--- src/hdl/rv_pkg.sv ---
package rv_pkg;

    localparam int XLEN       = 32;  // data and address width
    localparam int REG_ADDR_W = 5;
    localparam int NUM_REGS   = 32;
    localparam int DMEM_WORDS = 256; // data memory depth in words

    localparam logic [XLEN-1:0] RESET_PC  = 32'h0000_0000;
    localparam logic [XLEN-1:0] PC_STEP   = 32'd4;
    localparam logic [XLEN-1:0] NOP_INSTR = 32'h0000_0013; // addi x0,x0,0

    // major opcodes
    localparam logic [6:0] OPC_OP     = 7'b011_0011;
    localparam logic [6:0] OPC_OP_IMM = 7'b001_0011;
    localparam logic [6:0] OPC_LOAD   = 7'b000_0011;
    localparam logic [6:0] OPC_STORE  = 7'b010_0011;
    localparam logic [6:0] OPC_BRANCH = 7'b110_0011;
    localparam logic [6:0] OPC_SYSTEM = 7'b111_0011;

    // funct3 codes
    localparam logic [2:0] F3_ADD_SUB = 3'b000;
    localparam logic [2:0] F3_SLT     = 3'b010;
    localparam logic [2:0] F3_XOR     = 3'b100;
    localparam logic [2:0] F3_OR      = 3'b110;
    localparam logic [2:0] F3_AND     = 3'b111;
    localparam logic [2:0] F3_BEQ     = 3'b000;
    localparam logic [2:0] F3_BNE     = 3'b001;
    localparam logic [2:0] F3_LW_SW   = 3'b010; // word access only

    // alu operation codes
    localparam logic [2:0] ALU_ADD = 3'd0;
    localparam logic [2:0] ALU_SUB = 3'd1;
    localparam logic [2:0] ALU_AND = 3'd2;
    localparam logic [2:0] ALU_OR  = 3'd3;
    localparam logic [2:0] ALU_XOR = 3'd4;
    localparam logic [2:0] ALU_SLT = 3'd5;

    // ecall halts when a7 holds 10
    localparam logic [REG_ADDR_W-1:0] HALT_REG  = 5'd17;
    localparam logic [XLEN-1:0]       HALT_CODE = 32'd10;

    typedef struct packed {
        logic [6:0]            funct7;
        logic [REG_ADDR_W-1:0] rs2;
        logic [REG_ADDR_W-1:0] rs1;
        logic [2:0]            funct3;
        logic [REG_ADDR_W-1:0] rd;
        logic [6:0]            opcode;
    } r_fmt_t;

    typedef struct packed {
        logic [11:0]           imm;
        logic [REG_ADDR_W-1:0] rs1;
        logic [2:0]            funct3;
        logic [REG_ADDR_W-1:0] rd;
        logic [6:0]            opcode;
    } i_fmt_t;

    typedef struct packed {
        logic [6:0]            imm_hi; // imm[11:5]
        logic [REG_ADDR_W-1:0] rs2;
        logic [REG_ADDR_W-1:0] rs1;
        logic [2:0]            funct3;
        logic [4:0]            imm_lo; // imm[4:0]
        logic [6:0]            opcode;
    } s_fmt_t;

    typedef struct packed {
        logic                  imm12;
        logic [5:0]            imm10_5;
        logic [REG_ADDR_W-1:0] rs2;
        logic [REG_ADDR_W-1:0] rs1;
        logic [2:0]            funct3;
        logic [3:0]            imm4_1;
        logic                  imm11;
        logic [6:0]            opcode;
    } b_fmt_t;

    // one instruction word, four field layouts
    typedef union packed {
        r_fmt_t r;
        i_fmt_t i;
        s_fmt_t s;
        b_fmt_t b;
    } instr_u;

endpackage

--- src/hdl/ex_mem_if.sv ---
`timescale 1ns/10ps

interface ex_mem_if;
    logic [rv_pkg::XLEN-1:0]       alu_result; // alu value or data address
    logic [rv_pkg::XLEN-1:0]       store_data; // forwarded rs2
    logic [rv_pkg::REG_ADDR_W-1:0] rd;
    logic                          reg_write;
    logic                          mem_read;
    logic                          mem_write;
    logic                          halt;       // halting ecall in flight

    modport execute (
        output alu_result, store_data, rd, reg_write, mem_read, mem_write, halt
    );

    modport memory (
        input alu_result, store_data, rd, reg_write, mem_read, mem_write, halt
    );

    // ecall check in decode
    modport hazard (
        input rd, reg_write, mem_read
    );

endinterface

--- src/hdl/execute_stage.sv ---
`timescale 1ns/10ps

module execute_stage (
    input  logic                          clk,
    input  logic                          reset,
    input  logic [rv_pkg::XLEN-1:0]       id_pc,
    input  logic [rv_pkg::REG_ADDR_W-1:0] id_rs1,
    input  logic [rv_pkg::REG_ADDR_W-1:0] id_rs2,
    input  logic [rv_pkg::XLEN-1:0]       id_rs1_data,
    input  logic [rv_pkg::XLEN-1:0]       id_rs2_data,
    input  logic [rv_pkg::XLEN-1:0]       id_imm,
    input  logic [2:0]                    id_alu_op,
    input  logic                          id_alu_src,
    input  logic                          id_branch,
    input  logic                          id_bne,
    input  logic                          id_mem_read,
    input  logic                          id_mem_write,
    input  logic                          id_reg_write,
    input  logic [rv_pkg::REG_ADDR_W-1:0] id_rd,
    input  logic                          id_halt,
    input  logic [rv_pkg::REG_ADDR_W-1:0] wb_rd,
    input  logic                          wb_we,
    input  logic [rv_pkg::XLEN-1:0]       wb_data,
    output logic                          redirect,
    output logic [rv_pkg::XLEN-1:0]       redirect_pc,
    ex_mem_if.execute                     ex_mem
);
    logic [rv_pkg::XLEN-1:0] fwd_a;
    logic [rv_pkg::XLEN-1:0] fwd_b; // also the store data
    logic [rv_pkg::XLEN-1:0] op_b;
    logic [rv_pkg::XLEN-1:0] alu_y;

    // youngest producer first, x0 never matches
    function automatic logic [rv_pkg::XLEN-1:0] forward(
        input logic [rv_pkg::REG_ADDR_W-1:0] rs,
        input logic [rv_pkg::XLEN-1:0]       id_val
    );
        if (ex_mem.reg_write && ex_mem.rd != '0 && ex_mem.rd == rs) begin
            return ex_mem.alu_result;
        end
        if (wb_we && wb_rd != '0 && wb_rd == rs) begin
            return wb_data;
        end
        return id_val;
    endfunction

    assign fwd_a = forward(id_rs1, id_rs1_data);
    assign fwd_b = forward(id_rs2, id_rs2_data);
    assign op_b  = id_alu_src ? id_imm : fwd_b;

    always_comb begin
        case (id_alu_op)
            rv_pkg::ALU_SUB: alu_y = fwd_a - op_b;
            rv_pkg::ALU_AND: alu_y = fwd_a & op_b;
            rv_pkg::ALU_OR:  alu_y = fwd_a | op_b;
            rv_pkg::ALU_XOR: alu_y = fwd_a ^ op_b;
            rv_pkg::ALU_SLT: alu_y = ($signed(fwd_a) < $signed(op_b)) ? 32'd1 : '0;
            default:         alu_y = fwd_a + op_b;
        endcase
    end

    // not-taken prediction, resolve here
    assign redirect    = id_branch && ((fwd_a == fwd_b) != id_bne);
    assign redirect_pc = id_pc + id_imm;

    // execute/memory register
    always_ff @(posedge clk) begin
        ex_mem.alu_result <= alu_y;
        ex_mem.store_data <= fwd_b;
        ex_mem.rd         <= id_rd;
        if (reset) begin
            ex_mem.reg_write <= 1'b0;
            ex_mem.mem_read  <= 1'b0;
            ex_mem.mem_write <= 1'b0;
            ex_mem.halt      <= 1'b0;
        end else begin
            ex_mem.reg_write <= id_reg_write;
            ex_mem.mem_read  <= id_mem_read;
            ex_mem.mem_write <= id_mem_write;
            ex_mem.halt      <= id_halt;
        end
    end

endmodule

--- src/flat_wrapper.sv ---
// flat-port wrapper written by rule: the top's interface ports become plain ports
module execute_stage_flat 
  (clk, reset, id_pc, id_rs1, id_rs2, id_rs1_data, id_rs2_data, id_imm, id_alu_op, id_alu_src, id_branch, id_bne, id_mem_read, id_mem_write, id_reg_write, id_rd, id_halt, wb_rd, wb_we, wb_data, redirect, redirect_pc, ex_mem_alu_result, ex_mem_store_data, ex_mem_rd, ex_mem_reg_write, ex_mem_mem_read, ex_mem_mem_write, ex_mem_halt);
  ex_mem_if ex_mem_i ();
  input  logic clk;
  input  logic reset;
  input  logic [rv_pkg::XLEN-1:0] id_pc;
  input  logic [rv_pkg::REG_ADDR_W-1:0] id_rs1;
  input  logic [rv_pkg::REG_ADDR_W-1:0] id_rs2;
  input  logic [rv_pkg::XLEN-1:0] id_rs1_data;
  input  logic [rv_pkg::XLEN-1:0] id_rs2_data;
  input  logic [rv_pkg::XLEN-1:0] id_imm;
  input  logic [2:0] id_alu_op;
  input  logic id_alu_src;
  input  logic id_branch;
  input  logic id_bne;
  input  logic id_mem_read;
  input  logic id_mem_write;
  input  logic id_reg_write;
  input  logic [rv_pkg::REG_ADDR_W-1:0] id_rd;
  input  logic id_halt;
  input  logic [rv_pkg::REG_ADDR_W-1:0] wb_rd;
  input  logic wb_we;
  input  logic [rv_pkg::XLEN-1:0] wb_data;
  output logic redirect;
  output logic [rv_pkg::XLEN-1:0] redirect_pc;
  output wire logic [$bits(ex_mem_i.alu_result)-1:0] ex_mem_alu_result;
  output wire logic [$bits(ex_mem_i.store_data)-1:0] ex_mem_store_data;
  output wire logic [$bits(ex_mem_i.rd)-1:0] ex_mem_rd;
  output wire logic [$bits(ex_mem_i.reg_write)-1:0] ex_mem_reg_write;
  output wire logic [$bits(ex_mem_i.mem_read)-1:0] ex_mem_mem_read;
  output wire logic [$bits(ex_mem_i.mem_write)-1:0] ex_mem_mem_write;
  output wire logic [$bits(ex_mem_i.halt)-1:0] ex_mem_halt;
  assign ex_mem_alu_result = ex_mem_i.alu_result;
  assign ex_mem_store_data = ex_mem_i.store_data;
  assign ex_mem_rd = ex_mem_i.rd;
  assign ex_mem_reg_write = ex_mem_i.reg_write;
  assign ex_mem_mem_read = ex_mem_i.mem_read;
  assign ex_mem_mem_write = ex_mem_i.mem_write;
  assign ex_mem_halt = ex_mem_i.halt;
  execute_stage u_core (.clk(clk), .reset(reset), .id_pc(id_pc), .id_rs1(id_rs1), .id_rs2(id_rs2), .id_rs1_data(id_rs1_data), .id_rs2_data(id_rs2_data), .id_imm(id_imm), .id_alu_op(id_alu_op), .id_alu_src(id_alu_src), .id_branch(id_branch), .id_bne(id_bne), .id_mem_read(id_mem_read), .id_mem_write(id_mem_write), .id_reg_write(id_reg_write), .id_rd(id_rd), .id_halt(id_halt), .wb_rd(wb_rd), .wb_we(wb_we), .wb_data(wb_data), .redirect(redirect), .redirect_pc(redirect_pc), .ex_mem(ex_mem_i));
endmodule
--- config.mk ---
export PLATFORM = sky130hd
export DESIGN_NAME = execute_stage_flat
export DESIGN_NICKNAME = d
export VERILOG_FILES = /design/src/hdl/rv_pkg.sv /design/src/hdl/ex_mem_if.sv /design/src/hdl/execute_stage.sv /design/src/flat_wrapper.sv
export SDC_FILE = /design/constraint.sdc
export NUM_CORES = 1
export LEC_CHECK = 0
export BUFFER_PORTS_ARGS = -buffer_cell sky130_fd_sc_hd__buf_2
export CAP_MARGIN = 5
export CORE_UTILIZATION = 45
export DETAILED_ROUTE_END_ITERATION = 10
export HOLD_SLACK_MARGIN = 0.03
export MAX_ROUTING_LAYER = met4
export PLACE_DENSITY = 0.77
export SLEW_MARGIN = 25
export SYNTH_ARGS = -nofsm -noshare
export SYNTH_HDL_FRONTEND = slang
export SYNTH_SLANG_ARGS = --single-unit
--- constraint.sdc ---
create_clock -name clk -period 6.5 [get_ports clk]
set_input_delay 0.65 -clock clk [delete_from_list [all_inputs] [get_ports clk]]
set_output_delay 0.65 -clock clk [all_outputs]
set_load 0.1 [all_outputs]
==> flow_summary.toml <==
[grt]
grt_antenna_before_repair = 2
total_track_usage_pct = 40.1
grt_overflow = 0
grt_pass1_wl_um = 77500
grt_start_max_net_pins = 58
first_global_vias = 13000

[yosys]
synth_area_um2 = 11400
synthesis.nets = 1936
ys_ff_latch = 73
syn_inst = 1613
synthArstFlopShare_pct = 0
seq_area_frac_synth_pct = 12.8
netlist-cell-type-count = 77
synth_enable_flop_cells = 0
postSynth.topFlopCell = "dfxtp_1"
ys_warn_count = 0
syn_avg_cell_area_um2 = 7.10

[clock_network]
cts_repair_resize_count = 0
clock_path_buffers = 2
clk_transition_reported_paths_ns = 0.08
cts.hold.buffers_added = 0
root_buffer_cell = "clkbuf_16"
cts_max_level = 3
clock_sinks = 73
total_setup_buffers_inserted_after_cts = 0
number_of_cts_inserted_buffers = 9
cts_tree = "built"
clock_insertion_delay_at_the_later_pin_of_the_skew_report_ns = 0.37

[setup_path]
reg2reg_setup_slack_ns = 0.46
path_max_fanout = 20
critPathRequiredTime_ns = 6.74
crit-reg2reg-launch = "u_core.ex_mem.rd[1]"
critical_path_arrival_ns = 6.29
cp-end-kind = "flip-flop"
r2r_cells = 19
critical_path_class = "flip-flop to flip-flop"
regToRegEndpoint = "u_core.ex_mem.alu_result[30]"
critPathLaunchType = "flip-flop"

[job]
timing.max_cap.violations = 0

[sta]
setup_violators_final = 0
achievable-frequency_mhz = 165
share_of_the_clock_period_used_by_the_worst_path_after_layout_pct = 93.0
maxSlewHeadroom_pct = 26.8
rsz0062_at_grt = "false"
tightest_slew_ns = 1.09
final.min_clock_period_ns = 6.04
final.setup_skew_ns = 0.0113
hold_viol = 0
fin_max_slew_vios = 0
final.setup.tns_ns = 0

[min_path]
hold_path.startpoint = "id_rd[4]"
hold_depth = 1
timing.hold.worst_endpoint = "u_core.ex_mem.rd[4]"
hp-class = "input pin to flip-flop"

[place]
globalplace.congestion = 1.05
dp_hpwl_um = 41500
portBuffers = 298
placed_cells = 2173

[layout]
synthToLayoutAreaGrowth_pct = 18.6
final_util_pct = 54.2
stdcell_count = 2194
post_route_cells_drive_above_1_share_pct = 22.7
mostFrequentLayoutCell = "buf_2"
fin_nets = 2177
mostFrequentLayoutCells = "298 x buf_2, 136 x inv_1, 130 x nand2_1"

[routing]
post-route-drc-count = 0
first_pass_detailed_route_iteration_total = 6
wl_per_cell_um = 24.2
post_drt_via_cell_ratio = 6.53
route.final.wire_length_um = 53200
dr.first_iter.drc_count = 2048
vias = 14300
antenna_left = 0

[floorplan]
die_h_um = 161
design.core.area_um2 = 25000
die_area_um2 = 26100
fp-row-count = 58
dieWidth_um = 161
boundaryPins = 299
initial_utilization_pct = 45.7

[run_status]
status = "finished clean"

[power]
power.density_cell_area_nw_per_um2 = 244
irDropWorstVdd_uv = 266
cellLeakagePower_uw = 0.00603
## registers in the layout, summed over array words and instances, names as in the netlist
register and flops:
u_core.ex_mem.mem_write 1, u_core.ex_mem.store_data 32, u_core.ex_mem.halt 1, u_core.ex_mem.alu_result 32, u_core.ex_mem.rd 5, u_core.ex_mem.reg_write 1
u_core.ex_mem.mem_read 1
## power by group
part	internal (uW)	switching, uW	leakage [uW]
clock	340	252	0.000154
combinational	525	1600	0.00526
sequential	511	84.6	0.000615
total	1380	1940	0.00603
## synthesized netlist by cell type (6+ instances only)
cell	instances	share of area (%)
a211oi_1	19	1.2
a21o_1	24	1.6
a21oi_1	125	5.5
a221oi_1	9	0.69
a22oi_1	10	0.66
a31o_2	23	1.8
a31oi_1	18	0.98
a31oi_2	18	2.0
and2_1	10	0.55
and3_1	7	0.38
buf_1	14	0.46
buf_2	12	0.52
buf_4	9	0.59
clkbuf_1	72	2.4
dfxtp_1	73	13
ha_1	127	14
inv_1	136	4.5
inv_2	8	0.26
mux2i_1	18	1.6
nand2_1	130	4.3
nand2b_1	13	0.71
nand3_1	23	1.0
nand4_1	37	2.0
nand4b_1	25	1.9
nor2_1	102	3.3
nor2b_1	12	0.66
nor3_1	28	1.2
nor4_1	61	3.3
o211ai_1	23	1.5
o21a_1	18	1.2
o21ai_0	108	4.7
o21ai_1	6	0.26
o21bai_1	20	1.3
o221ai_1	9	0.69
o22ai_1	12	0.66
o31ai_1	58	3.8
or3_1	13	0.71
xnor2_1	86	6.6
xor2_1	19	1.5
## worst max-delay path, cell delays in order, from the launching register on
cell,delay (ns)
dfxtp_1,0.36
or4_1,0.58
o21ai_4,0.37
or3_1,0.43
buf_4,0.36
a31o_1,0.26
o21ai_0,0.16
ha_1,0.26
inv_1,0.09
fa_1,0.22
nor2b_1,0.13
o21ai_0,0.17
a2111oi_1,0.82
o211ai_1,0.30
a21oi_1,0.33
o211ai_1,0.18
a21oi_1,0.25
mux2_2,0.36
nor3_1,0.18
o21ai_1,0.09
## per-layer routing
metal | GRT usage, % | wire, um
met1 | 50.8 | 20700
met2 | 60.3 | 23300
met3 | 6.93 | 5960
met4 | 22.3 | 3280
met5 | - | 0
## through the flow
step | setup WS (ns) | hold WS (ns) | total power [uW] | area, um^2
6_report | 0.456 | 0.378 | 3320 | 13600
3_3_place_gp | 0.725 | 0.600 | 2660 | 13200
3_5_place_dp | 0.508 | 0.620 | 2670 | 13200
5_1_grt | 0.108 | 0.388 | 3420 | 13600
4_1_cts | 0.664 | 0.381 | 3260 | 13600
2_1_floorplan | 1.42 | 0.678 | 2160 | 11400
## logic make-up after synthesis
kind of cell	Yosys count	synth area share, %
simple gates	481	21.6
compound gates	551	32.6
mux	19	1.67
buf+inv	254	8.89
xor+xnor	105	8.03
flops	73	12.8
fa+ha+maj	130	14.4
## layout make-up
| cell class | count | area, um^2 |
|---|---|---|
| fill | 2425 | 11500 |
| antenna | 5 | 12.5 |
| clock buffer | 10 | 229 |
| multi-input combinational | 1286 | 9030 |
| sequential | 73 | 1460 |
| tap | 330 | 413 |
| timing repair buffer | 339 | 1800 |
| clock inverter | 6 | 90.1 |
| inverter | 145 | 544 |
## worst max-delay path by stage
stage / from / end / slack, ns / depth (start not counted)
2_1_floorplan: u_core.ex_mem.rd[1] / u_core.ex_mem.alu_result[16] / 1.42 / 20
5_1_grt: u_core.ex_mem.rd[1] / u_core.ex_mem.alu_result[30] / 0.11 / 19
4_1_cts: u_core.ex_mem.rd[1] / u_core.ex_mem.alu_result[30] / 0.66 / 19
3_5_place_dp: wb_rd[0] / u_core.ex_mem.alu_result[30] / 0.51 / 18
3_3_place_gp: wb_rd[0] / u_core.ex_mem.alu_result[30] / 0.72 / 18
6_report: u_core.ex_mem.rd[1] / u_core.ex_mem.alu_result[30] / 0.46 / 19
Power figures use the tool's default switching activity.
