`src/hdl/rv_pkg.sv`:
```
package rv_pkg;

    localparam int XLEN       = 32;  // data and address width
    localparam int REG_ADDR_W = 5;
    localparam int NUM_REGS   = 32;
    localparam int DMEM_WORDS = 256; // data memory depth in words

    localparam logic [XLEN-1:0] RESET_PC  = 32'h0000_0000;
    localparam logic [XLEN-1:0] PC_STEP   = 32'd4;
    localparam logic [XLEN-1:0] NOP_INSTR = 32'h0000_0013; // addi x0,x0,0

    // major opcodes
    localparam logic [6:0] OPC_OP     = 7'b011_0011;
    localparam logic [6:0] OPC_OP_IMM = 7'b001_0011;
    localparam logic [6:0] OPC_LOAD   = 7'b000_0011;
    localparam logic [6:0] OPC_STORE  = 7'b010_0011;
    localparam logic [6:0] OPC_BRANCH = 7'b110_0011;
    localparam logic [6:0] OPC_SYSTEM = 7'b111_0011;

    // funct3 codes
    localparam logic [2:0] F3_ADD_SUB = 3'b000;
    localparam logic [2:0] F3_SLT     = 3'b010;
    localparam logic [2:0] F3_XOR     = 3'b100;
    localparam logic [2:0] F3_OR      = 3'b110;
    localparam logic [2:0] F3_AND     = 3'b111;
    localparam logic [2:0] F3_BEQ     = 3'b000;
    localparam logic [2:0] F3_BNE     = 3'b001;
    localparam logic [2:0] F3_LW_SW   = 3'b010; // word access only

    // alu operation codes
    localparam logic [2:0] ALU_ADD = 3'd0;
    localparam logic [2:0] ALU_SUB = 3'd1;
    localparam logic [2:0] ALU_AND = 3'd2;
    localparam logic [2:0] ALU_OR  = 3'd3;
    localparam logic [2:0] ALU_XOR = 3'd4;
    localparam logic [2:0] ALU_SLT = 3'd5;

    // ecall halts when a7 holds 10
    localparam logic [REG_ADDR_W-1:0] HALT_REG  = 5'd17;
    localparam logic [XLEN-1:0]       HALT_CODE = 32'd10;

    typedef struct packed {
        logic [6:0]            funct7;
        logic [REG_ADDR_W-1:0] rs2;
        logic [REG_ADDR_W-1:0] rs1;
        logic [2:0]            funct3;
        logic [REG_ADDR_W-1:0] rd;
        logic [6:0]            opcode;
    } r_fmt_t;

    typedef struct packed {
        logic [11:0]           imm;
        logic [REG_ADDR_W-1:0] rs1;
        logic [2:0]            funct3;
        logic [REG_ADDR_W-1:0] rd;
        logic [6:0]            opcode;
    } i_fmt_t;

    typedef struct packed {
        logic [6:0]            imm_hi; // imm[11:5]
        logic [REG_ADDR_W-1:0] rs2;
        logic [REG_ADDR_W-1:0] rs1;
        logic [2:0]            funct3;
        logic [4:0]            imm_lo; // imm[4:0]
        logic [6:0]            opcode;
    } s_fmt_t;

    typedef struct packed {
        logic                  imm12;
        logic [5:0]            imm10_5;
        logic [REG_ADDR_W-1:0] rs2;
        logic [REG_ADDR_W-1:0] rs1;
        logic [2:0]            funct3;
        logic [3:0]            imm4_1;
        logic                  imm11;
        logic [6:0]            opcode;
    } b_fmt_t;

    // one instruction word, four field layouts
    typedef union packed {
        r_fmt_t r;
        i_fmt_t i;
        s_fmt_t s;
        b_fmt_t b;
    } instr_u;

endpackage

```
`src/hdl/ex_mem_if.sv`:
```
`timescale 1ns/10ps

interface ex_mem_if;
    logic [rv_pkg::XLEN-1:0]       alu_result; // alu value or data address
    logic [rv_pkg::XLEN-1:0]       store_data; // forwarded rs2
    logic [rv_pkg::REG_ADDR_W-1:0] rd;
    logic                          reg_write;
    logic                          mem_read;
    logic                          mem_write;
    logic                          halt;       // halting ecall in flight

    modport execute (
        output alu_result, store_data, rd, reg_write, mem_read, mem_write, halt
    );

    modport memory (
        input alu_result, store_data, rd, reg_write, mem_read, mem_write, halt
    );

    // ecall check in decode
    modport hazard (
        input rd, reg_write, mem_read
    );

endinterface

```
`src/hdl/reg_file.sv`:
```
`timescale 1ns/10ps

module reg_file (
    input  logic                          clk,
    input  logic                          reset,
    input  logic [rv_pkg::REG_ADDR_W-1:0] rs1,
    input  logic [rv_pkg::REG_ADDR_W-1:0] rs2,
    input  logic [rv_pkg::REG_ADDR_W-1:0] wb_rd,
    input  logic                          wb_we,
    input  logic [rv_pkg::XLEN-1:0]       wb_data,
    output logic [rv_pkg::XLEN-1:0]       rs1_data,
    output logic [rv_pkg::XLEN-1:0]       rs2_data,
    output logic [rv_pkg::XLEN-1:0]       reg_view [rv_pkg::NUM_REGS]
);
    logic [rv_pkg::XLEN-1:0] regs [rv_pkg::NUM_REGS];
    logic                    wr_ok;

    assign wr_ok = wb_we && (wb_rd != '0); // x0 writes dropped

    always_ff @(posedge clk) begin
        if (reset) begin
            for (int i = 0; i < rv_pkg::NUM_REGS; i++) begin
                regs[i] <= '0;
            end
        end else if (wr_ok) begin
            regs[wb_rd] <= wb_data;
        end
    end

    // same-cycle writeback passes straight through
    assign rs1_data = (rs1 == '0) ? '0 : (wr_ok && wb_rd == rs1) ? wb_data : regs[rs1];
    assign rs2_data = (rs2 == '0) ? '0 : (wr_ok && wb_rd == rs2) ? wb_data : regs[rs2];

    always_comb begin
        reg_view = regs; // x0 never written, keeps its reset zero
    end

endmodule

```
`src/hdl/decode_stage.sv`:
```
`timescale 1ns/10ps

module decode_stage (
    input  logic                          clk,
    input  logic                          reset,
    input  logic [rv_pkg::XLEN-1:0]       if_instr,
    input  logic [rv_pkg::XLEN-1:0]       if_pc,
    input  logic                          redirect,
    input  logic [rv_pkg::REG_ADDR_W-1:0] wb_rd,
    input  logic                          wb_we,
    input  logic [rv_pkg::XLEN-1:0]       wb_data,
    output logic                          stall,
    ex_mem_if.hazard                      ex_mem,
    output logic [rv_pkg::XLEN-1:0]       id_pc,
    output logic [rv_pkg::REG_ADDR_W-1:0] id_rs1,
    output logic [rv_pkg::REG_ADDR_W-1:0] id_rs2,
    output logic [rv_pkg::XLEN-1:0]       id_rs1_data,
    output logic [rv_pkg::XLEN-1:0]       id_rs2_data,
    output logic [rv_pkg::XLEN-1:0]       id_imm,
    output logic [2:0]                    id_alu_op,
    output logic                          id_alu_src,
    output logic                          id_branch,
    output logic                          id_bne,
    output logic                          id_mem_read,
    output logic                          id_mem_write,
    output logic                          id_reg_write,
    output logic [rv_pkg::REG_ADDR_W-1:0] id_rd,
    output logic                          id_halt,
    output logic [rv_pkg::XLEN-1:0]       reg_view [rv_pkg::NUM_REGS]
);
    rv_pkg::instr_u                instr;
    logic [rv_pkg::REG_ADDR_W-1:0] rs1;
    logic [rv_pkg::XLEN-1:0]       rs1_data;
    logic [rv_pkg::XLEN-1:0]       rs2_data;
    logic [rv_pkg::XLEN-1:0]       imm;
    logic [2:0]                    alu_op;
    logic [2:0]                    f3_op;     // alu op implied by funct3
    logic                          f3_ok;
    logic                          alu_src;
    logic                          branch;
    logic                          mem_read;
    logic                          mem_write;
    logic                          reg_write;
    logic                          is_ecall;
    logic                          uses_rs2;
    logic                          load_use;
    logic                          ecall_wait;
    logic                          halt;
    logic                          halt_seen; // halting ecall already issued
    logic                          bubble;

    assign instr = if_instr;
    assign rs1   = is_ecall ? rv_pkg::HALT_REG : instr.r.rs1; // ecall peeks at x17

    reg_file rf_i (
        .clk, .reset,
        .rs1, .rs2 (instr.r.rs2),
        .wb_rd, .wb_we, .wb_data,
        .rs1_data, .rs2_data,
        .reg_view
    );

    always_comb begin
        alu_op    = rv_pkg::ALU_ADD;
        alu_src   = 1'b0;
        branch    = 1'b0;
        mem_read  = 1'b0;
        mem_write = 1'b0;
        reg_write = 1'b0;
        is_ecall  = 1'b0;
        uses_rs2  = 1'b0;
        imm       = {{20{instr.i.imm[11]}}, instr.i.imm}; // I form unless overridden
        f3_ok     = 1'b1;
        case (instr.r.funct3) // shared by reg and imm forms
            rv_pkg::F3_ADD_SUB: f3_op = rv_pkg::ALU_ADD;
            rv_pkg::F3_SLT:     f3_op = rv_pkg::ALU_SLT;
            rv_pkg::F3_XOR:     f3_op = rv_pkg::ALU_XOR;
            rv_pkg::F3_OR:      f3_op = rv_pkg::ALU_OR;
            rv_pkg::F3_AND:     f3_op = rv_pkg::ALU_AND;
            default: begin
                f3_op = rv_pkg::ALU_ADD;
                f3_ok = 1'b0; // shifts not supported
            end
        endcase
        case (instr.r.opcode)
            rv_pkg::OPC_OP: begin
                reg_write = f3_ok;
                uses_rs2  = 1'b1;
                alu_op    = (instr.r.funct3 == rv_pkg::F3_ADD_SUB && instr.r.funct7[5])
                            ? rv_pkg::ALU_SUB : f3_op;
            end
            rv_pkg::OPC_OP_IMM: begin
                reg_write = f3_ok;
                alu_src   = 1'b1;
                alu_op    = f3_op;
            end
            rv_pkg::OPC_LOAD: begin
                mem_read  = (instr.i.funct3 == rv_pkg::F3_LW_SW);
                reg_write = mem_read;
                alu_src   = 1'b1;
            end
            rv_pkg::OPC_STORE: begin
                mem_write = (instr.s.funct3 == rv_pkg::F3_LW_SW);
                alu_src   = 1'b1;
                uses_rs2  = 1'b1;
                imm       = {{20{instr.s.imm_hi[6]}}, instr.s.imm_hi, instr.s.imm_lo};
            end
            rv_pkg::OPC_BRANCH: begin
                branch   = (instr.b.funct3 == rv_pkg::F3_BEQ) ||
                           (instr.b.funct3 == rv_pkg::F3_BNE);
                uses_rs2 = 1'b1;
                imm      = {{19{instr.b.imm12}}, instr.b.imm12, instr.b.imm11,
                            instr.b.imm10_5, instr.b.imm4_1, 1'b0};
            end
            rv_pkg::OPC_SYSTEM: is_ecall = 1'b1;
            default: ;
        endcase
    end

    // load in execute feeding this instruction
    assign load_use = id_mem_read && (id_rd != '0) &&
                      ((id_rd == rs1) || (uses_rs2 && id_rd == instr.r.rs2));
    // x17 still being produced downstream, loads count as writers too
    assign ecall_wait = is_ecall &&
                        ((id_reg_write && id_rd == rv_pkg::HALT_REG) ||
                         ((ex_mem.reg_write || ex_mem.mem_read) &&
                          ex_mem.rd == rv_pkg::HALT_REG));
    assign stall  = load_use || ecall_wait;
    assign halt   = is_ecall && (rs1_data == rv_pkg::HALT_CODE);
    assign bubble = stall || redirect || halt_seen;

    always_ff @(posedge clk) begin
        if (reset) begin
            halt_seen <= 1'b0;
        end else if (halt && !bubble) begin
            halt_seen <= 1'b1; // only bubbles from here on
        end
    end

    // decode/execute register
    always_ff @(posedge clk) begin
        id_pc       <= if_pc;
        id_rs1      <= rs1;
        id_rs2      <= instr.r.rs2;
        id_rs1_data <= rs1_data;
        id_rs2_data <= rs2_data;
        id_imm      <= imm;
        id_alu_op   <= alu_op;
        id_alu_src  <= alu_src;
        id_bne      <= (instr.b.funct3 == rv_pkg::F3_BNE);
        id_rd       <= instr.r.rd;
        if (reset || bubble) begin
            id_branch    <= 1'b0;
            id_mem_read  <= 1'b0;
            id_mem_write <= 1'b0;
            id_reg_write <= 1'b0;
            id_halt      <= 1'b0;
        end else begin
            id_branch    <= branch;
            id_mem_read  <= mem_read;
            id_mem_write <= mem_write;
            id_reg_write <= reg_write;
            id_halt      <= halt;
        end
    end

endmodule

```
`src/flat_wrapper.sv`:
```
// flat-port wrapper written by rule: the top's interface ports become plain ports
module decode_stage_flat 
  (clk, reset, if_instr, if_pc, redirect, wb_rd, wb_we, wb_data, stall, id_pc, id_rs1, id_rs2, id_rs1_data, id_rs2_data, id_imm, id_alu_op, id_alu_src, id_branch, id_bne, id_mem_read, id_mem_write, id_reg_write, id_rd, id_halt, reg_view, ex_mem_rd, ex_mem_reg_write, ex_mem_mem_read);
  ex_mem_if ex_mem_i ();
  input  logic clk;
  input  logic reset;
  input  logic [rv_pkg::XLEN-1:0] if_instr;
  input  logic [rv_pkg::XLEN-1:0] if_pc;
  input  logic redirect;
  input  logic [rv_pkg::REG_ADDR_W-1:0] wb_rd;
  input  logic wb_we;
  input  logic [rv_pkg::XLEN-1:0] wb_data;
  output logic stall;
  output logic [rv_pkg::XLEN-1:0] id_pc;
  output logic [rv_pkg::REG_ADDR_W-1:0] id_rs1;
  output logic [rv_pkg::REG_ADDR_W-1:0] id_rs2;
  output logic [rv_pkg::XLEN-1:0] id_rs1_data;
  output logic [rv_pkg::XLEN-1:0] id_rs2_data;
  output logic [rv_pkg::XLEN-1:0] id_imm;
  output logic [2:0] id_alu_op;
  output logic id_alu_src;
  output logic id_branch;
  output logic id_bne;
  output logic id_mem_read;
  output logic id_mem_write;
  output logic id_reg_write;
  output logic [rv_pkg::REG_ADDR_W-1:0] id_rd;
  output logic id_halt;
  output logic [rv_pkg::XLEN-1:0] reg_view[rv_pkg::NUM_REGS];
  input wire logic [$bits(ex_mem_i.rd)-1:0] ex_mem_rd;
  input wire logic [$bits(ex_mem_i.reg_write)-1:0] ex_mem_reg_write;
  input wire logic [$bits(ex_mem_i.mem_read)-1:0] ex_mem_mem_read;
  assign ex_mem_i.rd = ex_mem_rd;
  assign ex_mem_i.reg_write = ex_mem_reg_write;
  assign ex_mem_i.mem_read = ex_mem_mem_read;
  decode_stage u_core (.clk(clk), .reset(reset), .if_instr(if_instr), .if_pc(if_pc), .redirect(redirect), .wb_rd(wb_rd), .wb_we(wb_we), .wb_data(wb_data), .stall(stall), .ex_mem(ex_mem_i), .id_pc(id_pc), .id_rs1(id_rs1), .id_rs2(id_rs2), .id_rs1_data(id_rs1_data), .id_rs2_data(id_rs2_data), .id_imm(id_imm), .id_alu_op(id_alu_op), .id_alu_src(id_alu_src), .id_branch(id_branch), .id_bne(id_bne), .id_mem_read(id_mem_read), .id_mem_write(id_mem_write), .id_reg_write(id_reg_write), .id_rd(id_rd), .id_halt(id_halt), .reg_view(reg_view));
endmodule
```
`config.mk`:
```
export PLATFORM = sky130hd
export DESIGN_NAME = decode_stage_flat
export DESIGN_NICKNAME = d
export VERILOG_FILES = /design/src/hdl/rv_pkg.sv /design/src/hdl/ex_mem_if.sv /design/src/hdl/reg_file.sv /design/src/hdl/decode_stage.sv /design/src/flat_wrapper.sv
export SDC_FILE = /design/constraint.sdc
export NUM_CORES = 2
export LEC_CHECK = 0
export ABC_AREA = 1
export BUFFER_PORTS_ARGS = -buffer_cell sky130_fd_sc_hd__buf_2
export CAP_MARGIN = 10
export CORE_AREA = 2 2 504 506
export DETAILED_ROUTE_END_ITERATION = 7
export DIE_AREA = 0 0 506 508
export HOLD_SLACK_MARGIN = 0.15
export PLACE_DENSITY = 0.39
export SLEW_MARGIN = 40
export SYNTH_ARGS = -nofsm -noshare
export SYNTH_HDL_FRONTEND = slang
export SYNTH_SLANG_ARGS = --single-unit
export TNS_END_PERCENT = 1
```
`constraint.sdc`:
```
create_clock -name clk -period 3 [get_ports clk]
set_input_delay 0.15 -clock clk [delete_from_list [all_inputs] [get_ports clk]]
set_output_delay 0.15 -clock clk [all_outputs]
set_load 0.1 [all_outputs]
```
==> flow_metrics.tcl <==
set metrics [dict create \
    p_per_area_mw_per_mm2 561 \
    first_global_vias 67000 \
    hold_viol 0 \
    grt_usage_pct 32.5 \
    routed_wl_mm 438 \
    dp.cells 13300 \
    crit-reg2reg-launch "u_core.halt_seen" \
    p_leak_nw 34.4 \
    coreArea_mm2 0.252 \
    arrival_ns 2.71 \
    die_h_um 508 \
    cts_made_buffers 155 \
    syn_inst 8995 \
    ys_types 39 \
    ant_nets 0 \
    drive_above_1_share_pct 20.7 \
    worst_pin_slew_ns 0.855 \
    wl_per_cell_um 31.9 \
    finalCritPeriodShare_pct 95.4 \
    place_hpwl_mm 327 \
    via_per_inst 5.31 \
    rows 185 \
    fin_setup_tns_ns 0 \
    path_class "primary input to output port" \
    cpMostUsedCell "nand2_1" \
    hold_ws_ns 0.215 \
    root_buffer "clkbuf_16" \
    area_growth_pct 33.9 \
    drcViolationCount 0 \
    path_buf_inv 6 \
    drv_slew 0 \
    fmax_ghz 0.349 \
    rsz0062_at_grt "false" \
    grt_first_pass_wirelength_mm 588 \
    antenna_found_initial 42 \
    dr.pass1.iters 6 \
    syn_area_per_cell_um2 6.54 \
    setup_violations 0 \
    clkSlewWorstSetupHoldPaths_ns 0.06 \
    cts_tree "built" \
    ir_worst_vdd_mv 0.538 \
    fin_nets 10400 \
    end_kind "output port" \
    drt_iter0_drc 8234 \
    crit_required_ns 2.85 \
    seq_area_frac_synth_pct 39.5 \
    finalPower_mw 44.1 \
    synthArstFlopShare_pct 0 \
    hp-class "primary input to flip-flop" \
    path_max_fanout 3 \
    ctsHtreeMaxLevel 4 \
    hp-start "if_instr[15]" \
    overflow 0 \
    cts_max_path_buffers 3 \
    setup.worst_path.start "if_instr[4]" \
    crit_family "buffers and inverters" \
    via_count 72900 \
    syn_nets 9107 \
    synth_edf_count 0 \
    synth_area_mm2 0.0588 \
    ioPinCount 1290 \
    maxSlewHeadroom_pct 43.0 \
    worst_path_max_delay_cell "dlygate4sd3_1" \
    crit_chain "buf_2 -> buf_4 -> nor2_1 -> dlygate4sd3_1 -> nand2_1 -> dlygate4sd3_1 -> nand2_1 -> o211ai_1 -> nand2_1 -> nand2_1 -> buf_4 -> nand2_1 -> buf_12" \
    dieArea_mm2 0.257 \
    final_cells 13700 \
    slowest_delay_ns 0.61 \
    layout_min_cycle_time_ns 2.86 \
    ys.flop_type "dfxtp_1" \
    place_congestion 0.940 \
    place_worst_setup_slack_ns -0.519 \
    setup_slack_ns 0.137 \
    port_buffers 1289 \
    run_status "complete, no violations" \
    die_x_um 506 \
    cts_sinks 1159 \
    crit_path_start_kind "primary input" \
    fin_skew_ns 0.0694 \
    initial_core_util_pct 23.3 \
    yosys_warnings 0 \
    drv_cap 0 \
    clk_latency_ns 0.86 \
    grt_max_degree 101 \
    ys_ff_latch 1159 \
]
## report_power, final
part	switching, mW	total (mW)	internal, mW	leakage, nW
clock	8.27	19.6	11.4	2.58
sequential	0.443	16.2	15.7	9.40
combinational	6.45	8.32	1.87	22.4
## placed cells by master, fill, tap and decap left out, types with 31 or more instances in the layout
cell,instances
o21ai_0,1469
inv_1,543
clkbuf_16,156
dfxtp_1,1159
buf_4,381
buf_12,140
buf_2,1283
a21oi_1,678
nand2_1,1141
nor2_1,1348
o211ai_1,243
o22ai_1,59
nand3_1,1291
dlygate4sd3_1,159
clkbuf_8,35
clkbuf_1,31
inv_2,32
## kinds of logic after synthesis
family          count (synthesis)  share of synthesized area [%]
flops                        1159                           39.5
mux                             1                         0.0192
buf+inv                      1468                           9.97
xor+xnor                       16                          0.238
compound gates               2488                           22.6
simple gates                 3863                           27.7
## registers in the layout, indices dropped and copies added (netlist names)
name and flops:
u_core.id_branch 1, u_core.id_alu_src 1, u_core.id_mem_write 1, u_core.halt_seen 1, u_core.id_imm 13, u_core.id_rs2_data 32, u_core.id_rd 5, u_core.id_rs1_data 32
u_core.id_halt 1, u_core.rf_i.reg_view 1024, u_core.id_pc 32, u_core.id_mem_read 1, u_core.id_reg_write 1, u_core.id_alu_op 3, u_core.id_rs1 5, u_core.id_bne 1
u_core.id_rs2 5
## tightest hold or removal path: stages
cell     delay (ns)
buf_2          0.19
inv_8          0.13
nand2_8        0.10
buf_12         0.17
buf_12         0.18
## through the flow
| stage | utilization (%) | instance area, um^2 |
|---|---|---|
| 4_1_cts | 31.2 | 78600 |
| 3_5_place_dp | 28.4 | 71700 |
| 3_3_place_gp | 28.4 | 71700 |
| 2_1_floorplan | - | 58800 |
| 5_1_grt | 31.2 | 78700 |
| 6_report | 31.2 | 78700 |
## final cells by class
type / instances / area [um^2]
fill: 27800 / 174000
multi-input combinational: 6368 / 30000
sequential: 1159 / 23200
timing repair buffer: 1967 / 13700
clock buffer: 222 / 4500
tap: 3366 / 4210
inverter: 588 / 2270
clock inverter: 58 / 779
antenna: 14 / 35.0
## cell usage after synthesis (2+ instances only)
cell type	count	share of area [%]
inv_1	565	3.6
buf_6	8	0.15
o22ai_1	59	0.63
dfxtp_1	1159	39
clkbuf_1	595	3.8
nand3_1	1293	11
buf_2	149	1.3
a32o_1	8	0.14
o2111ai_1	6	0.089
nor2_2	2	0.021
nand2_2	2	0.021
clkinv_1	13	0.083
o21ai_0	1469	13
buf_1	101	0.64
nand3b_1	5	0.064
o211ai_1	243	3.1
buf_4	27	0.34
a221oi_1	12	0.18
nor4_1	3	0.032
nand2_8	2	0.068
a31oi_1	5	0.053
nand2_1	1142	7.3
xor2_1	14	0.21
nor2_1	1374	8.8
nand2_4	2	0.038
nor3_1	15	0.13
a21oi_1	678	5.8
inv_2	10	0.064
xnor2_1	2	0.030
o32ai_1	5	0.074
nand4_1	19	0.20
## worst paths after layout
kind / depth (start not counted) / slack, ns / to
max: 13 / 0.14 / stall
min: 5 / 0.21 / u_core.id_rs1[0]
max reg2reg: 12 / 0.24 / u_core.id_halt
min reg2reg: 2 / 0.46 / u_core.rf_i.reg_view[1021]
## metal layers
metal / global-route usage (%) / part of all wire, %
met2: 53.0 / 46
met5: 0 / 0.011
met3: 6.49 / 7.7
met4: 18.0 / 6.4
met1: 40.0 / 40
## timing repair
item	4_1_cts	5_1_grt
resized for setup	0	1
buffers inserted	0	0
setup endpoints to repair	0	1
endpoints found under the hold margin	979	0
hold buffers	159	0
No activity file was read; power rests on OpenSTA's default activity.
