$ cat src/hdl/rv_pkg.sv
package rv_pkg;

    localparam int XLEN       = 32;  // data and address width
    localparam int REG_ADDR_W = 5;
    localparam int NUM_REGS   = 32;
    localparam int DMEM_WORDS = 256; // data memory depth in words

    localparam logic [XLEN-1:0] RESET_PC  = 32'h0000_0000;
    localparam logic [XLEN-1:0] PC_STEP   = 32'd4;
    localparam logic [XLEN-1:0] NOP_INSTR = 32'h0000_0013; // addi x0,x0,0

    // major opcodes
    localparam logic [6:0] OPC_OP     = 7'b011_0011;
    localparam logic [6:0] OPC_OP_IMM = 7'b001_0011;
    localparam logic [6:0] OPC_LOAD   = 7'b000_0011;
    localparam logic [6:0] OPC_STORE  = 7'b010_0011;
    localparam logic [6:0] OPC_BRANCH = 7'b110_0011;
    localparam logic [6:0] OPC_SYSTEM = 7'b111_0011;

    // funct3 codes
    localparam logic [2:0] F3_ADD_SUB = 3'b000;
    localparam logic [2:0] F3_SLT     = 3'b010;
    localparam logic [2:0] F3_XOR     = 3'b100;
    localparam logic [2:0] F3_OR      = 3'b110;
    localparam logic [2:0] F3_AND     = 3'b111;
    localparam logic [2:0] F3_BEQ     = 3'b000;
    localparam logic [2:0] F3_BNE     = 3'b001;
    localparam logic [2:0] F3_LW_SW   = 3'b010; // word access only

    // alu operation codes
    localparam logic [2:0] ALU_ADD = 3'd0;
    localparam logic [2:0] ALU_SUB = 3'd1;
    localparam logic [2:0] ALU_AND = 3'd2;
    localparam logic [2:0] ALU_OR  = 3'd3;
    localparam logic [2:0] ALU_XOR = 3'd4;
    localparam logic [2:0] ALU_SLT = 3'd5;

    // ecall halts when a7 holds 10
    localparam logic [REG_ADDR_W-1:0] HALT_REG  = 5'd17;
    localparam logic [XLEN-1:0]       HALT_CODE = 32'd10;

    typedef struct packed {
        logic [6:0]            funct7;
        logic [REG_ADDR_W-1:0] rs2;
        logic [REG_ADDR_W-1:0] rs1;
        logic [2:0]            funct3;
        logic [REG_ADDR_W-1:0] rd;
        logic [6:0]            opcode;
    } r_fmt_t;

    typedef struct packed {
        logic [11:0]           imm;
        logic [REG_ADDR_W-1:0] rs1;
        logic [2:0]            funct3;
        logic [REG_ADDR_W-1:0] rd;
        logic [6:0]            opcode;
    } i_fmt_t;

    typedef struct packed {
        logic [6:0]            imm_hi; // imm[11:5]
        logic [REG_ADDR_W-1:0] rs2;
        logic [REG_ADDR_W-1:0] rs1;
        logic [2:0]            funct3;
        logic [4:0]            imm_lo; // imm[4:0]
        logic [6:0]            opcode;
    } s_fmt_t;

    typedef struct packed {
        logic                  imm12;
        logic [5:0]            imm10_5;
        logic [REG_ADDR_W-1:0] rs2;
        logic [REG_ADDR_W-1:0] rs1;
        logic [2:0]            funct3;
        logic [3:0]            imm4_1;
        logic                  imm11;
        logic [6:0]            opcode;
    } b_fmt_t;

    // one instruction word, four field layouts
    typedef union packed {
        r_fmt_t r;
        i_fmt_t i;
        s_fmt_t s;
        b_fmt_t b;
    } instr_u;

endpackage

$ cat src/hdl/fetch_unit.sv
`timescale 1ns/10ps

module fetch_unit (
    input  logic                    clk,
    input  logic                    reset,
    input  logic [rv_pkg::XLEN-1:0] imem_data,
    input  logic                    stall,       // load-use or ecall wait
    input  logic                    redirect,    // taken branch in execute
    input  logic [rv_pkg::XLEN-1:0] redirect_pc,
    output logic [rv_pkg::XLEN-1:0] imem_addr,
    output logic [rv_pkg::XLEN-1:0] if_instr,
    output logic [rv_pkg::XLEN-1:0] if_pc
);
    logic [rv_pkg::XLEN-1:0] pc;

    assign imem_addr = pc;

    // pc counter, redirect beats stall
    always_ff @(posedge clk) begin
        if (reset) begin
            pc <= rv_pkg::RESET_PC;
        end else if (redirect) begin
            pc <= redirect_pc;
        end else if (!stall) begin
            pc <= pc + rv_pkg::PC_STEP;
        end
    end

    // fetch/decode register
    always_ff @(posedge clk) begin
        if (reset || redirect) begin
            if_instr <= rv_pkg::NOP_INSTR; // squash wrong-path fetch
        end else if (!stall) begin
            if_instr <= imem_data;
            if_pc    <= pc;
        end
    end

endmodule

$ cat config.mk
export PLATFORM = sky130hd
export DESIGN_NAME = fetch_unit
export DESIGN_NICKNAME = d
export VERILOG_FILES = /design/src/hdl/rv_pkg.sv /design/src/hdl/fetch_unit.sv
export SDC_FILE = /design/constraint.sdc
export NUM_CORES = 1
export LEC_CHECK = 0
export ABC_AREA = 1
export BUFFER_PORTS_ARGS = -buffer_cell sky130_fd_sc_hd__buf_2
export CAP_MARGIN = 10
export CORE_ASPECT_RATIO = 0.7
export CORE_MARGIN = 3
export CORE_UTILIZATION = 51
export CTS_BUF_LIST = sky130_fd_sc_hd__clkbuf_4
export DETAILED_ROUTE_END_ITERATION = 6
export PLACE_DENSITY_LB_ADDON = 0.15
export SLEW_MARGIN = 20
export SYNTH_ARGS = -nofsm -noshare
export SYNTH_HDL_FRONTEND = slang
export SYNTH_SLANG_ARGS = --single-unit
$ cat constraint.sdc
create_clock -name clk -period 3.3 [get_ports clk]
set_input_delay 0.66 -clock clk [delete_from_list [all_inputs] [get_ports clk]]
set_output_delay 0.66 -clock clk [all_outputs]
set_load 0.05 [all_outputs]
==> metrics.cfg, run 1 <==
[status]
status=complete, no violations

[clock_network]
cts_htree_levels=3
cts_sinks=96
cts_resized=0
clk_latency_ns=0.46
clockRootBuffer=clkbuf_4
clk_pin_slew_ns=0.15
cts_tree=done
cts_made_buffers=9
cts_setup_buffers=0
hold_buffers=0
clockBufferDepth=2

[die]
ios=164
rows=27
die_h_um=82.9
design.core.area_um2=8040
start_util_pct=53.5
fp.dieArea_um2=9590
die_w_um=116

[pwr]
p_comb_share_pct=16.9
power.density_nw_per_um2=453
ir_drop_v=0.000268
pwr-share-clk_pct=28.9
seqPwrFrac_pct=54.3
p_leak_nw=2.41
power_mw=2.43
switching_share_pct=30.4
p_sw_mw=0.740
intPower_mw=1.69

[global_routing]
grt-ovfl-total=0
antenna_found_initial=0
gr-usage-all-layers_pct=24.7
grt_pass1_wl_mm=18.8
grt_pass1_vias=3911
grt_max_degree=37

[sta]
setup_viol=0
finalCritPeriodShare_pct=62.3
fmax_mhz=486
finClkSkew_ns=0.0137
rsz0062_at_grt=no
drv_slew=0
final-hold-violation-count=0
setup_slack_ns=1.24
hold_ws_ns=0.401
worst_pin_slew_ns=0.867
period_needed_ns=2.06
maxSlewHeadroom_pct=42.0
fin_tns_setup_ns=0

[route]
wl_mm=11.7
vias=4236
drcViolationCount=0
ant_nets=0
dr.first_iter.drc_count=294
vias_per_cell=5.19
drtPass1Iterations=5
wl_per_cell_um=14.4

[cells_and_area]
final_cells=816
drive_gt1_share_pct=29.0
final_nets=779
antenna_cells=0
syn2layout_area_growth_pct=24.9

[setup_path]
cp-end-kind=flop
reg2reg_slack_ns=1.67
critPathMaxFanout=31
rr_worst_depth=9
worstSetupPathType=primary input to flop
r2r-start=imem_addr[3]$_SDFFE_PP0N_
required_ns=3.70
worstPathArrival_ns=2.46
regToRegEndpoint=imem_addr[30]$_SDFFE_PP0N_
start_kind=primary input

[synthesis]
ys_types=29
syn_nets=620
yosysWarningCount=0
syn-cell-area_um2=4300
syn_inst=551
syn_avg_cell_area_um2=7.81
ys_seq_area_share_pct=52.1
ys_seq_elements=96

[flow_run]
maxCapViolCount=0

[hold_path]
min_path_type=primary input to flop
whs_path_depth=3
hold_end=if_instr[4]$_SDFFE_PP1N_
holdCritStartpoint=imem_data[4]

[placed_design]
hpwl_mm=8.75
place.gp.congestion=0.890
dpl.cell_count=800
preCtsSetupSlack_ns=0.765
io_buffers=163

## worst max-delay path by stage
stage,startpoint,to,slack [ns],depth (start not counted)
final,redirect,imem_addr[8]$_SDFFE_PP0N_,1.24,7
after global routing,redirect,imem_addr[18]$_SDFFE_PP0N_,1.14,7
after CTS,redirect,imem_addr[8]$_SDFFE_PP0N_,1.26,7
after detailed placement,redirect,imem_addr[8]$_SDFFE_PP0N_,0.76,7
after global placement,redirect,imem_addr[8]$_SDFFE_PP0N_,0.84,7
after floorplan,reset,if_pc[0]$_DFFE_PP_,0.23,5
## synthesized netlist by cell type (all sizes together)
master	n	area share, %
edfxtp	32	22
a31oi	5	0.73
o211ai	1	0.17
xnor2	2	0.41
nand3	40	4.9
a21oi	53	6.3
dfxtp	64	30
nand3b	1	0.17
o21ai	35	4.1
buf	8	0.99
nor2	50	6.0
or2	1	0.15
nand2	181	16
clkbuf	13	1.1
ha	1	0.29
clkinv	1	0.087
inv	58	5.1
xor2	3	0.61
and2	2	0.29
## cells by family (layout without fill, tap and decap cells)
logic type | Yosys count | count (layout) | share of synthesized area (%)
compound gates | 94 | 94 | 11.3
fa+ha+maj | 1 | 1 | 0.291
buf+inv | 80 | 244 | 7.27
simple gates | 275 | 275 | 28.0
flops | 96 | 96 | 52.1
xor+xnor | 5 | 5 | 1.02
## layer usage
metal | vias to the layer above | track usage [%] | routed length [um]
li1 | 2096 | - | -
met1 | 1925 | 34.9 | 5380
met2 | 187 | 37.3 | 5080
met3 | 28 | 6.48 | 1040
met4 | 0 | 7.27 | 231
met5 | - | 0 | 0
## sequential cells by signal, indices dropped and copies added, names as in the netlist
| signal | flops |
|---|---|
| if_pc | 32 |
| imem_addr | 32 |
| if_instr | 32 |
## power by group through the flow
stage / sequential [mW] / combinational (mW) / clock, mW
3_3_place_gp: 1.34 / 0.405 / 0
2_1_floorplan: 1.51 / 0.120 / 0
3_5_place_dp: 1.35 / 0.410 / 0
6_report: 1.32 / 0.410 / 0.702
5_1_grt: 1.33 / 0.441 / 0.765
4_1_cts: 1.32 / 0.412 / 0.717
## worst max-delay path, cell delays in order
cell and delay [ns]:
buf_2 0.29, nor2_1 0.74, buf_4 0.35, inv_1 0.08, a21oi_1 0.11, o21ai_0 0.09
a31oi_1 0.13
## area by class of cell
cell class / instances / area (um^2)
Clock buffer: 10 / 75.1
Timing Repair Buffer: 169 / 873
Fill cell: 714 / 2670
Tap cell: 101 / 126
Multi-Input combinational cell: 375 / 1760
Inverter: 59 / 221
Sequential cell: 96 / 2240
Clock inverter: 6 / 81.3
## placed cells by master (no fill, tap or decap)
master,netlist,layout
nand3_1,38,38
and2_1,2,2
clkinv_1,1,2
nor2_2,4,4
dfxtp_1,64,64
bufinv_16,0,2
nor2_8,1,1
buf_4,2,5
or2_2,1,1
buf_12,0,1
a21oi_2,2,2
edfxtp_1,32,32
buf_2,4,163
inv_1,58,58
o211ai_1,1,1
nand3_2,2,2
o21ai_0,30,30
ha_1,1,1
o21ai_1,5,5
xor2_1,3,3
nor2_4,6,7
nand2_2,3,3
inv_4,0,2
clkinv_2,0,1
clkbuf_4,0,10
a21oi_1,51,51
a31oi_1,5,5
nand2_4,3,3
nand3b_1,1,1
nand2_1,175,175
xnor2_1,2,2
nor2_1,39,38
## metrics by stage
stage | util (%) | cell area [um^2]
global route | 66.9 | 5380
global placement | 64.9 | 5220
floorplan | - | 4300
CTS | 66.9 | 5380
finish | 66.9 | 5380
detailed placement | 64.9 | 5220
(Power assumes the default switching activity.)
==> inputs of run 2 (changes only) <==
--- a/config.mk
+++ b/config.mk
@@ -5,12 +5,12 @@
 export SDC_FILE = /design/constraint.sdc
 export NUM_CORES = 1
 export LEC_CHECK = 0
-export ABC_AREA = 1
+export ABC_AREA = 0
 export BUFFER_PORTS_ARGS = -buffer_cell sky130_fd_sc_hd__buf_2
 export CAP_MARGIN = 10
 export CORE_ASPECT_RATIO = 0.7
 export CORE_MARGIN = 3
-export CORE_UTILIZATION = 51
+export CORE_UTILIZATION = 50
 export CTS_BUF_LIST = sky130_fd_sc_hd__clkbuf_4
 export DETAILED_ROUTE_END_ITERATION = 6
 export PLACE_DENSITY_LB_ADDON = 0.15
==> constraint.sdc (replaced) <==
create_clock -name clk -period 1.9 [get_ports clk]
set_input_delay 0.38 -clock clk [delete_from_list [all_inputs] [get_ports clk]]
set_output_delay 0.38 -clock clk [all_outputs]
set_load 0.05 [all_outputs]
==> run 2 against run 1 <==
Against the previous run:
- worst hold slack worse by 0.26 ns
- critical path depth fell by 3
- synthesized cell count decreased by 33%
- die area is 5.4% lower
==> metrics.cfg, run 2 <==
[global_routing]
gr-usage-all-layers_pct=22.3
grt_pass1_wl_mm=16.0
grt_max_degree=32
grt-ovfl-total=0
grt_pass1_vias=3175
antenna_found_initial=0

[die]
start_util_pct=52.9
ios=164
fp.dieArea_um2=9070
rows=26
die_w_um=113
design.core.area_um2=7510
die_h_um=80.6

[clock_network]
cts_sinks=96
clockBufferDepth=2
clk_pin_slew_ns=0.15
cts_made_buffers=9
hold_buffers=0
cts_tree=done
cts_htree_levels=3
clk_latency_ns=0.45
clockRootBuffer=clkbuf_4

[route]
route.layer.met1.wl_mm=4.58
dr_wl_met2_mm=4.53
vias=3498
drcViolationCount=0
drtPass1Iterations=4
wl_per_cell_um=16.0
wl_met3_mm=1.04
ant_nets=0
topRoutingLayerUsed=met4
wl_mm=10.2
dr.first_iter.drc_count=164
vias_per_cell=5.47

[synthesis]
ys_seq_elements=96
syn_inst=369
ys_seq_area_share_pct=56.4
synth_largest_area_cell=dfxtp_1
yosysWarningCount=0
synth-edff-count=32
syn-cell-area_um2=3980
syn_avg_cell_area_um2=10.8
async_reset_ff_share_pct=0
ys.flop_type=dfxtp_1
synth_area_leaders=dfxtp_1 (32%), edfxtp_1 (24%), mux2i_1 (8.8%)
ys_types=51
yosys.cell_count.top_type=dfxtp_1
ys_top_cells_by_count=dfxtp_1 (64), nor2_1 (59), mux2i_1 (35)
synth_top_area_share_pct=32.2
syn_nets=438

[cells_and_area]
layout_commonest_cell=buf_2
final_nets=606
final_area_um2=5160
antenna_cells=0
syn2layout_area_growth_pct=29.9
drive_gt1_share_pct=40.8
layout_common_cells=buf_2 (163), nor2_1 (59), dfxtp_1 (49)
final_cells=640

[setup_path]
path_cells=and4_2, nand4_1, or4_1, a311oi_1
cpLargestDelayFamily=simple AND/OR/NAND/NOR gates
required_ns=2.26
critPathMaxFanout=7
worstPathArrival_ns=2.17
cp.buffers_inverters=0
worstSetupPathType=flop to flop
start_kind=flop
cp-end-kind=flop
cp_slowest_stage_delay_ns=0.47
crit_slowest_cell=or4_1

[pwr]
seqPwrFrac_pct=54.5
p_leak_nw=2.33
ir_drop_v=0.000480
switching_share_pct=29.3
intPower_mw=2.99
power_mw=4.23
pwr-share-clk_pct=28.3
p_sw_mw=1.24
power.density_nw_per_um2=819
p_comb_share_pct=17.2

[sta]
rsz0062_at_grt=no
setup_viol=0
final-hold-violation-count=0
period_needed_ns=1.80
finClkSkew_ns=0.0193
setup_slack_ns=0.0960
fin_tns_setup_ns=0
finalCritPeriodShare_pct=94.9
maxSlewHeadroom_pct=67.6
fmax_mhz=554
worst_pin_slew_ns=0.486
drv_slew=0

[placed_design]
place_area_um2=4980
preCtsSetupSlack_ns=0.0386
dpl.cell_count=624
hpwl_mm=7.60
place.gp.congestion=0.839
io_buffers=163

[flow_run]
maxCapViolCount=0

[status]
status=complete, no violations

[hold_path]
min_path_type=primary input to flop

run 2: tightest hold or removal path, cell delays in order:
cell     delay [ns]
buf_2          0.08
mux2i_1        0.05
nand2_1        0.06
run 2: repair_timing:
action                     in CTS  in global routing
setup endpoints to repair       0                  5
setup buffers                   0                  0
resized for setup               0                  6
hold endpoints to repair        0                  0
run 2: stage by stage:
stage               hold slack, ns  utilization (%)
floorplan                    0.504                -
global placement             0.432             66.3
detailed placement           0.455             66.3
CTS                          0.119             68.4
global route                 0.118             68.7
finish                       0.145             68.7
run 2: power by group through the flow:
stage | clock [mW] | combinational [mW] | sequential, mW
2_1_floorplan | 0 | 0.208 | 2.64
3_3_place_gp | 0 | 0.718 | 2.34
3_5_place_dp | 0 | 0.727 | 2.35
4_1_cts | 1.23 | 0.729 | 2.30
5_1_grt | 1.31 | 0.774 | 2.32
6_report | 1.20 | 0.728 | 2.31
run 2: path summary, 6_finish.rpt:
check / end / from / cells past startpoint / slack (ns)
setup reg to reg: imem_addr[21]$_SDFFE_PP0N_ / imem_addr[6]$_SDFFE_PP0N_ / 4 / 0.1
hold reg to reg: if_pc[1]$_DFFE_PP_ / imem_addr[1]$_SDFFE_PP0P_ / 0 / 0.47
setup / recovery: imem_addr[21]$_SDFFE_PP0N_ / imem_addr[6]$_SDFFE_PP0N_ / 4 / 0.1
hold / removal: if_instr[4]$_SDFFE_PP1N_ / imem_data[4] / 3 / 0.14
run 2: layer usage:
| metal | vias up | GRT usage (%) |
|---|---|---|
| met4 | 0 | 5.76 |
| met2 | 157 | 32.6 |
| li1 | 1696 | - |
| met3 | 6 | 8.96 |
| met1 | 1639 | 30.7 |
| met5 | - | 0 |
run 2: layout make-up:
type	instances	area (um^2)
Inverter	11	41.3
Timing Repair Buffer	181	963
Clock inverter	5	73.8
Clock buffer	11	82.6
Sequential cell	96	2270
Tap cell	98	123
Multi-Input combinational cell	238	1620
Fill cell	630	2350
run 2: cells by family after synthesis:
family | Yosys count | synth area share (%)
DFF | 96 | 56.4
adders and majority gates | 1 | 0.315
AOI/OAI and AO/OA | 53 | 10.0
xor gates and xnor gates | 11 | 2.42
muxes | 35 | 8.81
buffers and inverters | 35 | 3.87
and+or+nand+nor | 138 | 18.1
==> inputs of run 3 (changes only) <==
--- a/config.mk
+++ b/config.mk
@@ -14,6 +14,7 @@
 export CTS_BUF_LIST = sky130_fd_sc_hd__clkbuf_4
 export DETAILED_ROUTE_END_ITERATION = 6
 export PLACE_DENSITY_LB_ADDON = 0.15
+export SETUP_SLACK_MARGIN = 0.5
 export SLEW_MARGIN = 20
 export SYNTH_ARGS = -nofsm -noshare
 export SYNTH_HDL_FRONTEND = slang
==> run 3 against run 2 <==
Against the previous run:
- die area did not move
- routed wire length rose by 55%
- first-iteration DRC count rose by 110%
- sequential power barely moved
- critical path type unchanged
- flip-flop and latch count did not move
- power rose by 5.0%
- cell area rose by 33%
==> metrics.cfg, run 3 (synthesized netlist as in run 2, its figures left out) <==
[clock_network]
clockRootBuffer=clkbuf_4
cts_htree_levels=3
cts_tree=done
hold_buffers=0
clockBufferDepth=2
clk_pin_slew_ns=0.14
cts_made_buffers=9
clk_latency_ns=0.48
cts_sinks=96

[die]
fp.dieArea_um2=9070
die_w_um=113
design.core.area_um2=7510
rows=26
die_h_um=80.6
ios=164
start_util_pct=52.9

[placed_design]
preCtsSetupSlack_ns=0.0254
io_buffers=163
place.gp.congestion=0.789
hpwl_mm=7.72

[cells_and_area]
drive_gt1_share_pct=61.0
regArea_um2=2390
layout_common_cells=buf_6 (84), buf_2 (67), buf_4 (62)
final_nets=677
multi_input_area_um2=1830
final_core_util_pct=91.2
final.fill_count=292
layout_commonest_cell=buf_6
syn2layout_area_growth_pct=72.4

[setup_path]
cp_slowest_stage_delay_ns=0.41
rr_worst_depth=5
cp.buffers_inverters=1
cpLargestDelayFamily=simple AND/OR/NAND/NOR gates
r2r-start=imem_addr[4]$_SDFFE_PP0N_
start_kind=flop
required_ns=2.26
cp-end-kind=flop
critPathMaxFanout=5
regToRegEndpoint=imem_addr[25]$_SDFFE_PP0N_
reg2reg_slack_ns=0.21
path_cells=and4b_2, buf_4, nand4_1, or2_1, a2111oi_4
worstPathArrival_ns=2.05
crit_slowest_cell=dfxtp_4
worstSetupPathType=flop to flop

[sta]
fin_tns_setup_ns=0
period_needed_ns=1.69
setup_viol=0
setup_slack_ns=0.210
maxSlewHeadroom_pct=66.0
drv_slew=0
rsz0062_at_grt=yes
final-hold-violation-count=0
hold_ws_ns=0.133
finClkSkew_ns=0.0136
finalCritPeriodShare_pct=88.9
worst_pin_slew_ns=0.510
fmax_mhz=592

[pwr]
ir_drop_v=0.000603
p_leak_nw=2.96
power.density_nw_per_um2=649

[global_routing]
gr-usage-all-layers_pct=26.8
grt-ovfl-total=0
grt_pass1_vias=3756
grt_pass1_wl_mm=19.2
antenna_found_initial=0
grt_max_degree=39

[route]
ant_nets=0
vias_per_cell=5.94
vias=4229
drtPass1Iterations=7
drcViolationCount=0
dr.first_iter.drc_count=349
wl_per_cell_um=22.3
wl_mm=15.9

[hold_path]
min_path_type=primary input to flop
holdCritStartpoint=imem_data[15]
whs_path_depth=3
hold_end=if_instr[15]$_SDFFE_PP0N_

[status]
status=complete, no violations

[flow_run]
maxCapViolCount=0

run 3: cell count changes in the layout (fill, tap and decap cells not counted), sizes merged:
| cell | change |
|---|---|
| diode | +1 |
| clkinv | -2 |
| bufinv | -2 |
| buf | +71 |
| clkbuf | +4 |
run 3: worst reg2reg max path: stages (launching register included):
cell	delay (ns)
dfxtp_4	0.41
and4b_2	0.31
buf_4	0.14
nand4_1	0.10
or2_1	0.30
a2111oi_4	0.33
run 3: per-layer routing:
metal  track usage, %  vias to the layer above  routed length, um  part of all wire [%]
li1                 -                     1842                  -                     -
met1             33.2                     2065               5750                    36
met2             44.7                      270               8260                    52
met3             8.36                       52               1350                   8.5
met4             9.00                        0                517                   3.3
met5                0                        -                  0                     0
run 3: area by class of cell:
| class | count | area share, % |
|---|---|---|
| well taps | 98 | 1.79 |
| clock buffers | 15 | 1.64 |
| repair buffers | 252 | 34.3 |
| clock inverters | 1 | 0.0730 |
| multi-input cells | 238 | 26.7 |
| inverters | 11 | 0.603 |
| flip-flops and latches | 96 | 34.9 |
| diodes | 1 | 0.0365 |
run 3: what timing repair did:
| item | 4_1_cts | 5_1_grt |
|---|---|---|
| resized for setup | 240 | 102 |
| setup buffers | 39 | 33 |
| pin swaps | 12 | 33 |
| endpoints found under the setup margin | 120 | 118 |
run 3: worst max-delay path by stage:
stage / start / to / depth (start not counted)
final: imem_addr[4]$_SDFFE_PP0N_ / imem_addr[25]$_SDFFE_PP0N_ / 5
after global routing: imem_addr[2]$_SDFFE_PP0N_ / imem_addr[20]$_SDFFE_PP0N_ / 5
after CTS: imem_addr[3]$_SDFFE_PP0N_ / imem_addr[22]$_SDFFE_PP0N_ / 6
after detailed placement: stall / imem_addr[22]$_SDFFE_PP0N_ / 6
after global placement: stall / imem_addr[21]$_SDFFE_PP0N_ / 5
after floorplan: redirect / imem_addr[30]$_SDFFE_PP0N_ / 5
run 3: power breakdown:
part / internal, mW / switching, mW
logic: 0.473 / 0.635
clock network: 0.359 / 0.672
registers: 2.21 / 0.0965
run 3: stage by stage:
stage / std cells / power, mW / cell area, um^2
final: 712 / 4.45 / 6850
after global routing: 711 / 4.58 / 6850
after CTS: 678 / 4.25 / 6250
after detailed placement: 623 / 3.07 / 5100
after global placement: 623 / 3.05 / 5100
after floorplan: 369 / 2.85 / 4190
